[config.mk]
export PLATFORM = sky130hd
export DESIGN_NAME = simdSubtractor
export DESIGN_NICKNAME = d
export VERILOG_FILES = /design/src/verilog/lauPkg.sv /design/src/verilog/simdSubPkg.sv /design/src/verilog/prefixAndOr.sv /design/src/verilog/subVZ.sv /design/src/verilog/operandSplitter.sv /design/src/verilog/subLane.sv /design/src/verilog/flagCollector.sv /design/src/verilog/simdSubtractor.sv
export VERILOG_INCLUDE_DIRS = /design/src /design/src/verilog
export SDC_FILE = /design/constraint.sdc
export NUM_CORES = 1
export LEC_CHECK = 0
export ABC_AREA = 1
export BUFFER_PORTS_ARGS = -buffer_cell sky130_fd_sc_hd__clkbuf_2
export CAP_MARGIN = 20
export CORE_MARGIN = 2
export CORE_UTILIZATION = 50
export CTS_CLUSTER_SIZE = 20
export DETAILED_ROUTE_END_ITERATION = 7
export PLACE_DENSITY_LB_ADDON = 0.08
export SLEW_MARGIN = 20
export SYNTH_ARGS = -nofsm -noshare
export SYNTH_HDL_FRONTEND = slang
export SYNTH_SLANG_ARGS = --single-unit
[constraint.sdc]
create_clock -name clk -period 16.8 [get_ports clk]
set_clock_uncertainty 0.05 [all_clocks]
set_input_delay 0.84 -clock clk [delete_from_list [all_inputs] [get_ports clk]]
set_output_delay 0.84 -clock clk [all_outputs]
set_load 0.02 [all_outputs]
[src/verilog/simdSub_params.svh]
// lane geometry shared by the subtractor packages and RTL, pulled in with `include
`ifndef SIMDSUB_PARAMS_SVH
`define SIMDSUB_PARAMS_SVH

// bits per lane, one prefix subtractor each
`define LANE_WIDTH 8

// lanes per request word
`define LANE_COUNT 4

// full request word
`define WORD_WIDTH (`LANE_WIDTH * `LANE_COUNT)

`endif

[src/verilog/lauPkg.sv]
// arithmetic structure choices for the prefix networks, referenced as lauPkg::name

package lauPkg;

	// prefix network style, trades depth against area
	typedef enum logic [1:0] {
		SLOW   = 2'b00, // serial chain, n-1 levels
		MEDIUM = 2'b01, // brent-kung, 2*log2(n)-1 levels
		FAST   = 2'b10  // sklansky, log2(n) levels
	} speed_e;

	// 2'b11 not a legal structure

endpackage

[src/verilog/simdSubPkg.sv]
// datapath types of the packed-lane subtractor, referenced as simdSubPkg::name
`include "simdSub_params.svh"

package simdSubPkg;

	// lane mode
	typedef enum logic [1:0] {
		SUB_PACKED = 2'd0, // four separate lane differences
		SUB_WIDE   = 2'd1, // one word difference, borrow rippled
		SBB_WIDE   = 2'd2  // word difference minus borrowIn
	} subOp_e;

	// request as seen on the top ports
	typedef struct packed {
		subOp_e                 op;
		logic [`WORD_WIDTH-1:0] a;        // minuend
		logic [`WORD_WIDTH-1:0] b;        // subtrahend
		logic                   borrowIn; // only honoured in SBB_WIDE
	} subReq_t;

	// operands of one lane after the splitter register
	typedef struct packed {
		logic [`LANE_WIDTH-1:0] a;
		logic [`LANE_WIDTH-1:0] b;
		logic                   chained; // take neighbour borrow
	} laneIn_t;

	// lane register contents
	typedef struct packed {
		logic [`LANE_WIDTH-1:0] diff;
		logic                   overflow;
		logic                   zero;
		logic                   borrow; // borrow out of the lane msb
	} laneOut_t;

	// merged output
	typedef struct packed {
		logic [`WORD_WIDTH-1:0] diff;
		logic [`LANE_COUNT-1:0] laneOverflow; // raw per-lane flags
		logic [`LANE_COUNT-1:0] laneZero;
		logic                   overflow;     // wide flags
		logic                   zero;
		logic                   borrowOut;
	} subResult_t;

endpackage

[src/verilog/prefixAndOr.sv]
// group generate/propagate prefix network used by subVZ, structure fixed by the speed parameter
`timescale 1ns/1ps

module prefixAndOr #(
	parameter int             width = 8,            // network width
	parameter lauPkg::speed_e speed = lauPkg::FAST  // prefix structure
) (
	input  logic [width-1:0] GI, // bit generate
	input  logic [width-1:0] PI, // bit propagate
	output logic [width-1:0] GO, // group generate over bits 0..i
	output logic [width-1:0] PO  // group propagate over bits 0..i
);

	localparam int n = width;
	localparam int m = $clog2(width); // tree depth

	// every network below updates in place
	// a node only ever reads a node that is left alone on the same level

	if (speed == lauPkg::FAST) begin : fastPrefix
		// sklansky, every level doubles the span of all upper half-groups
		always_comb begin : sklansky
			logic [n-1:0] g;
			logic [n-1:0] p;
			int           src;
			g = GI;
			p = PI;
			src = 0;
			for (int l = 1; l <= m; l++) begin
				for (int j = 0; j < n; j++) begin
					if (((j >> (l - 1)) & 1) == 1) begin // upper half of its group
						src = ((j >> (l - 1)) << (l - 1)) - 1; // msb of lower half
						g[j] = g[j] | (p[j] & g[src]);
						p[j] = p[j] & p[src];
					end
				end
			end
			GO = g;
			PO = p;
		end
	end else if (speed == lauPkg::MEDIUM) begin : mediumPrefix
		// brent-kung, up-sweep builds the group roots
		always_comb begin : brentKung
			logic [n-1:0] g;
			logic [n-1:0] p;
			g = GI;
			p = PI;
			for (int l = 1; l <= m; l++) begin
				for (int j = 0; j < n; j++) begin
					if ((j + 1) % (1 << l) == 0) begin // root of a 2**l group
						g[j] = g[j] | (p[j] & g[j - (1 << (l - 1))]);
						p[j] = p[j] & p[j - (1 << (l - 1))];
					end
				end
			end
			// down-sweep fills in the mid points
			for (int l = m - 1; l >= 1; l--) begin
				for (int j = 0; j < n; j++) begin
					if ((j + 1) % (1 << l) == (1 << (l - 1)) && j >= (1 << l)) begin
						g[j] = g[j] | (p[j] & g[j - (1 << (l - 1))]);
						p[j] = p[j] & p[j - (1 << (l - 1))];
					end
				end
			end
			GO = g;
			PO = p;
		end
	end else begin : slowPrefix
		// serial ripple, smallest area
		always_comb begin : ripple
			logic [n-1:0] g;
			logic [n-1:0] p;
			g = GI;
			p = PI;
			for (int j = 1; j < n; j++) begin
				g[j] = g[j] | (p[j] & g[j - 1]); // j-1 already complete
				p[j] = p[j] & p[j - 1];
			end
			GO = g;
			PO = p;
		end
	end

endmodule

[src/verilog/subVZ.sv]
// single-lane prefix subtractor S = A - B - CI with overflow, zero and carry-out flags
`timescale 1ns/1ps

module subVZ #(
	parameter int             width = 8,            // lane width, at least 2
	parameter lauPkg::speed_e speed = lauPkg::FAST  // prefix structure
) (
	input  logic [width-1:0] A,  // minuend
	input  logic [width-1:0] B,  // subtrahend
	input  logic             CI, // borrow in, subtracted
	output logic [width-1:0] S,  // difference
	output logic             V,  // two's complement overflow
	output logic             Z,  // zero, meaningful only for CI = 0
	output logic             CO  // carry out, inverse of borrow
);

	logic [width-1:0] bInv;   // one's complement of B
	logic             ciInv;  // carry into bit 0
	logic [width-1:0] genIn;
	logic [width-1:0] propIn; // also the sum propagate
	logic [width-1:0] genOut;
	logic [width-1:0] propOut;

	assign bInv = ~B;
	assign ciInv = ~CI;

	assign propIn = A ^ bInv;
	// bit 0 absorbs the carry-in as a majority
	assign genIn[0] = (A[0] & bInv[0]) | (A[0] & ciInv) | (bInv[0] & ciInv);
	assign genIn[width-1:1] = A[width-1:1] & bInv[width-1:1];

	prefixAndOr #(
		.width(width),
		.speed(speed)
	) prefix0 (
		.GI(genIn),
		.PI(propIn),
		.GO(genOut),
		.PO(propOut)
	);

	assign S = propIn ^ {genOut[width-2:0], ciInv}; // carries into each bit
	assign V = genOut[width-1] ^ genOut[width-2]; // carry into msb vs out of msb
	assign Z = propOut[width-1]; // A == B, all bits propagate
	assign CO = genOut[width-1];

endmodule

[src/verilog/operandSplitter.sv]
// first pipeline stage, registers a request and slices it into per-lane operands
`timescale 1ns/1ps
`include "simdSub_params.svh"

module operandSplitter (
	input  logic                                        clk,
	input  logic                                        reset,
	input  logic                                        reqValid,
	input  simdSubPkg::subReq_t                         req,
	output simdSubPkg::laneIn_t [`LANE_COUNT-1:0]       laneIn,
	output logic                                        firstBorrow, // lane 0 borrow in
	output logic                                        stageValid,
	output simdSubPkg::subOp_e                          stageOp
);

	// strobe register, the only control state here
	always_ff @(posedge clk) begin
		if (reset) begin
			stageValid <= 1'b0;
		end else begin
			stageValid <= reqValid;
		end
	end

	// operands load only on a request, hold otherwise
	always_ff @(posedge clk) begin
		if (reqValid) begin
			stageOp <= req.op;
			firstBorrow <= (req.op == simdSubPkg::SBB_WIDE) & req.borrowIn; // sbb only
			for (int i = 0; i < `LANE_COUNT; i++) begin
				laneIn[i].a <= req.a[i*`LANE_WIDTH +: `LANE_WIDTH];
				laneIn[i].b <= req.b[i*`LANE_WIDTH +: `LANE_WIDTH];
				laneIn[i].chained <= (req.op != simdSubPkg::SUB_PACKED); // both wide modes
			end
		end
	end

	// decode above treats 2'b11 as wide, so it must never arrive
	legalOp: assert property (@(posedge clk) disable iff (reset)
		reqValid |-> (req.op inside {simdSubPkg::SUB_PACKED, simdSubPkg::SUB_WIDE,
			simdSubPkg::SBB_WIDE}));

endmodule

[src/verilog/subLane.sv]
// one subtractor lane, combinational borrow chain and a one-cycle result register
`timescale 1ns/1ps
`include "simdSub_params.svh"

module subLane #(
	parameter lauPkg::speed_e speed = lauPkg::FAST // prefix structure
) (
	input  logic                 clk,
	input  logic                 reset,
	input  simdSubPkg::laneIn_t  laneIn,
	input  logic                 borrowIn,  // from lower lane, same cycle
	output logic                 borrowOut, // to upper lane, before the register
	output simdSubPkg::laneOut_t laneOut
);

	logic                   carryIn;    // subtracted borrow
	logic [`LANE_WIDTH-1:0] diff;
	logic                   overflow;
	logic                   zeroPrefix; // cheap zero, CI = 0 only
	logic                   carryOut;
	logic                   zero;

	assign carryIn = laneIn.chained & borrowIn; // packed lanes stay isolated

	subVZ #(
		.width(`LANE_WIDTH),
		.speed(speed)
	) sub0 (
		.A (laneIn.a),
		.B (laneIn.b),
		.CI(carryIn),
		.S (diff),
		.V (overflow),
		.Z (zeroPrefix),
		.CO(carryOut)
	);

	assign borrowOut = ~carryOut;
	assign zero = carryIn ? ~|diff : zeroPrefix; // full nor when a borrow comes in

	// lane result register, payload only
	always_ff @(posedge clk) begin
		laneOut.diff <= diff;
		laneOut.overflow <= overflow;
		laneOut.zero <= zero;
		laneOut.borrow <= borrowOut;
	end

	// the A == B shortcut inside the prefix tree must match the real difference
	zeroMatch: assert property (@(posedge clk) disable iff (reset)
		!carryIn |-> (zeroPrefix == ~|diff));

endmodule

[src/verilog/flagCollector.sv]
// last pipeline stage, merges lane results into packed or wide flags and registers them
`timescale 1ns/1ps
`include "simdSub_params.svh"

module flagCollector (
	input  logic                                   clk,
	input  logic                                   reset,
	input  logic                                   stageValid,
	input  simdSubPkg::subOp_e                     stageOp,
	input  simdSubPkg::laneOut_t [`LANE_COUNT-1:0] laneOut,
	output logic                                   resultValid,
	output simdSubPkg::subResult_t                 result
);

	logic                   validD; // lines up with lane registers
	simdSubPkg::subOp_e     opD;
	simdSubPkg::subResult_t merged;

	always_ff @(posedge clk) begin
		if (reset) begin
			validD <= 1'b0;
			resultValid <= 1'b0;
		end else begin
			validD <= stageValid;
			resultValid <= validD;
		end
	end

	always_ff @(posedge clk) begin
		opD <= stageOp;
		result <= merged;
	end

	always_comb begin
		for (int i = 0; i < `LANE_COUNT; i++) begin
			merged.diff[i*`LANE_WIDTH +: `LANE_WIDTH] = laneOut[i].diff;
			merged.laneOverflow[i] = laneOut[i].overflow; // raw in every mode
			merged.laneZero[i] = laneOut[i].zero;
		end
		// top lane holds the word msb in wide mode
		merged.overflow = laneOut[`LANE_COUNT-1].overflow;
		merged.borrowOut = laneOut[`LANE_COUNT-1].borrow;
		merged.zero = (opD == simdSubPkg::SUB_PACKED) ? laneOut[`LANE_COUNT-1].zero
			: &merged.laneZero; // word zero only if every lane is
	end

	// strobe is consumed without handshake downstream
	validKnown: assert property (@(posedge clk) disable iff (reset) !$isunknown(resultValid));

endmodule

[src/verilog/simdSubtractor.sv]
// packed-lane subtractor top, three-stage pipeline taking one request per cycle
`timescale 1ns/1ps
`include "simdSub_params.svh"

module simdSubtractor #(
	parameter lauPkg::speed_e prefixSpeed = lauPkg::FAST // lane prefix structure
) (
	input  logic                   clk,
	input  logic                   reset,
	input  logic                   reqValid,    // one-cycle strobe
	input  simdSubPkg::subReq_t    req,
	output logic                   resultValid, // 3 cycles after reqValid
	output simdSubPkg::subResult_t result
);

	simdSubPkg::laneIn_t  [`LANE_COUNT-1:0] laneIn;
	simdSubPkg::laneOut_t [`LANE_COUNT-1:0] laneOut;
	logic                 [`LANE_COUNT-1:0] laneBorrow; // borrow into each lane
	logic                                   firstBorrow;
	logic                                   stageValid;
	simdSubPkg::subOp_e                     stageOp;

	assign laneBorrow[0] = firstBorrow;

	operandSplitter split0 (
		.clk, .reset, .reqValid, .req,
		.laneIn, .firstBorrow, .stageValid, .stageOp
	);

	// borrow ripples through all lanes inside stage 2
	for (genvar i = 0; i < `LANE_COUNT; i++) begin : lanes
		if (i < `LANE_COUNT - 1) begin : chainLane
			subLane #(.speed(prefixSpeed)) lane0 (
				.clk, .reset, .laneIn(laneIn[i]), .borrowIn(laneBorrow[i]),
				.borrowOut(laneBorrow[i+1]), .laneOut(laneOut[i])
			);
		end else begin : topLane
			// word borrow leaves through the lane register
			subLane #(.speed(prefixSpeed)) lane0 (
				.clk, .reset, .laneIn(laneIn[i]), .borrowIn(laneBorrow[i]),
				.borrowOut(), .laneOut(laneOut[i])
			);
		end
	end

	flagCollector coll0 (
		.clk, .reset, .stageValid, .stageOp,
		.laneOut, .resultValid, .result
	);

endmodule

==> results.ini <==
[place]
portBuffers = 113
dp_hpwl_mm = 6.81
placed_cell_area_sq_mm = 0.00642
gp_congestion = 0.767

[cts]
cts_sinks = 156
clock-root-buffer = clkbuf_16
cts_resized = 0
numCtsBuffers = 17
cts.clk_slew.worst_paths_ns = 0.06
cts_hold_buf = 0
htree_levels = 4
clockBufferDepth = 2
clk_latency_ns = 0.42
cts_setup_buffers = 0
cts_tree = done

[synthesis]
muxShareOfSynthArea_pct = 0
ys_warn_count = 0
syn_area_sq_mm = 0.00568
yosysUniqueCellTypes = 25
synthArstFlopShare_pct = 0
synth_compound_area_share_pct = 2.25
syn_inst = 457
synth_commonest_cells = inv_1 (93), dfxtp_1 (88), edfxtp_1 (68)
synthAdderAreaFrac_pct = 12.3
synth_area_leaders = edfxtp_1 (36%), dfxtp_1 (31%), ha_1 (7.1%)
synth.avg_cell_area_sq_um = 12.4
yosysSeqAreaShare_pct = 67.0
synth-simple-area-share_pct = 10.4
synthFlopType = dfxtp_1
ys_seq_elements = 156
synth_edf_count = 68
yosys.area_share.xor_xnor_pct = 1.70
netlist.top_cell.by_area = edfxtp_1
synth_top_cell_area_share_pct = 36.0
synth_top_family_by_area = adder cells
yosysMostFrequentCell = inv_1
synth_nets = 574

[power]
power-per-cell-area_mw_per_mm2 = 148
irDropWorstVdd_mv = 0.111
leakagePower_nw = 3.42

[floorplanning]
ios = 114
initial_core_util_pct = 51.9
die_x_um = 111
core_sq_mm = 0.0109
core.rowCount = 38
die_area_sq_mm = 0.0122
die_y_um = 111

[timing]
finalSetupViolCount = 0
finalSetupTns_ns = 0
max_slew_margin_pct = 41.2
period_needed_ns = 5.90
rsz0062_at_grt = false
drv_slew = 0
finalHoldViolCount = 0
worstMarginPinSlew_ns = 0.881
fin_crit_sh_pct = 35.1
max_freq_mhz = 169

[setup_path]
worstPathArrival_ns = 6.21
r2r_setup_slack_ns = 10.90
max_stage_delay_ns = 0.49
crit_required_ns = 17.11
cp_slowest_cell = fa_1
timing.rr.start = split0.laneIn[0]
crit_path_start_kind = flip-flop
cp-end-kind = flip-flop
path_max_fanout = 4
cp_common_cell = nand2_1
rr_worst_depth = 35
path_class = reg -> reg
timing.rr.end = lanes[3].topLane.lane0.laneOut[1]

[finish]
diodes = 0
drive_above_1_share_pct = 26.9
finalInstanceArea_sq_mm = 0.00705
fin_nets = 706
area_growth_pct = 24.2
fillers = 870

[grt]
grt_first_pass_wirelength_mm = 15.3
grtUsageTotal_pct = 16.1
grt_pass1_vias = 3514
gr-total-overflow = 0
grt_max_degree = 70
antenna_found_initial = 0

[hold_path]
hold_depth = 0
hold_end = coll0.result[26]
worstHoldStart = lanes[1].chainLane.lane0.laneOut[10]
hold_path_class = reg -> reg

[routing]
drt-initial-drc-count = 132
drc_errors = 0
num_vias = 3373
final_antenna_net_count = 0
drt-total-wl_mm = 9.12
drtPass1Iterations = 4
post_drt_wl_per_cell_um = 12.3
vias_per_cell = 4.55

[job]
maxCapViolations = 0

[outcome]
status = finished clean

-- layout by cell type (no fill, tap or decap), types with 3 or more instances in the layout --
cell       netlist  routed
nand4_1          4       4
edfxtp_1        68      68
nor2_1          20      20
a21oi_1          8       8
xor2_1          10      10
dfxtp_1         88      88
clkinv_4         0       5
inv_1           93      93
nand3_1         22      22
ha_1            32      32
clkbuf_16        0      19
nand3b_1         4       4
nand2_2          5       5
fa_1            15      15
nand2_1         67      67
nor3_1           3       3
clkbuf_2         0     112
a21oi_2          3       3
-- routing by layer --
layer  share of wire, %  wire length [um]  global-route usage, %  vias to the layer above
li1                   -                 -                      -                     1715
met5                  0                 0                      0                        -
met2                 52              4700                   28.1                       80
met4               0.79                72                   5.75                        0
met3                5.4               492                   6.53                       10
met1                 42              3850                   17.6                     1568
-- flip-flops by register name, summed over array words and instances, names as in the netlist --
name and flops:
split0.stageValid 1, coll0.result 42, split0.laneIn 65, coll0.validD 1, split0.firstBorrow 1, split0.stageOp 2, coll0.resultValid 1, lanes.chainLane.lane0.laneOut 30
coll0.opD 2, lanes.topLane.lane0.laneOut 11
-- metrics by stage --
stage	instances	hold WS, ns	util (%)	setup WS (ns)	power (mW)
6_report	742	0.271	64.5	10.90	1.04
5_1_grt	742	0.276	64.5	10.28	1.10
4_1_cts	742	0.274	64.5	10.83	1.06
3_5_place_dp	710	0.263	58.7	10.88	0.665
3_3_place_gp	710	0.260	58.7	11.08	0.660
2_1_floorplan	457	0.260	-	11.54	0.602
-- cells by family after synthesis --
logic type | Yosys count
AND/OR/NAND/NOR | 132
flip-flops | 156
XOR/XNOR | 11
buffers and inverters | 94
AO/OA/AOI/OAI | 17
adder cells (fa/ha/maj) | 47
-- layout make-up --
cell class                      instances  area [sq um]  area share (%)
Sequential cell                       156          3800            53.9
Multi-Input combinational cell        207          1520            21.5
Timing Repair Buffer                  114           573            8.13
Clock buffer                           21           503            7.13
Inverter                               93           349            4.95
Tap cell                              140           175            2.48
Clock inverter                         11           130            1.85
-- where the power goes --
group	internal (mW)	switching (mW)	total, mW
Sequential	0.467	0.0204	0.487
Combinational	0.0595	0.107	0.167
Clock	0.245	0.145	0.391
Total	0.772	0.273	1.04
-- worst max-delay path, delay by kind of cell, from the launching register on --
kind            cells  cell delay [ns]
flops               1             0.47
buf+inv             7             0.41
fa+ha+maj           9             2.81
compound gates      1             0.23
simple gates       18             1.89
-- how the worst max path moves through the flow --
| stage | to | startpoint |
|---|---|---|
| CTS | lanes[3].topLane.lane0.laneOut[1] | split0.laneIn[0] |
| detailed placement | lanes[3].topLane.lane0.laneOut[1] | split0.laneIn[0] |
| global route | lanes[3].topLane.lane0.laneOut[1] | split0.laneIn[0] |
| floorplan | lanes[3].topLane.lane0.laneOut[1] | split0.laneIn[0] |
| global placement | lanes[3].topLane.lane0.laneOut[1] | split0.laneIn[0] |
| finish | lanes[3].topLane.lane0.laneOut[1] | split0.laneIn[0] |
(Power assumes the default switching activity.)
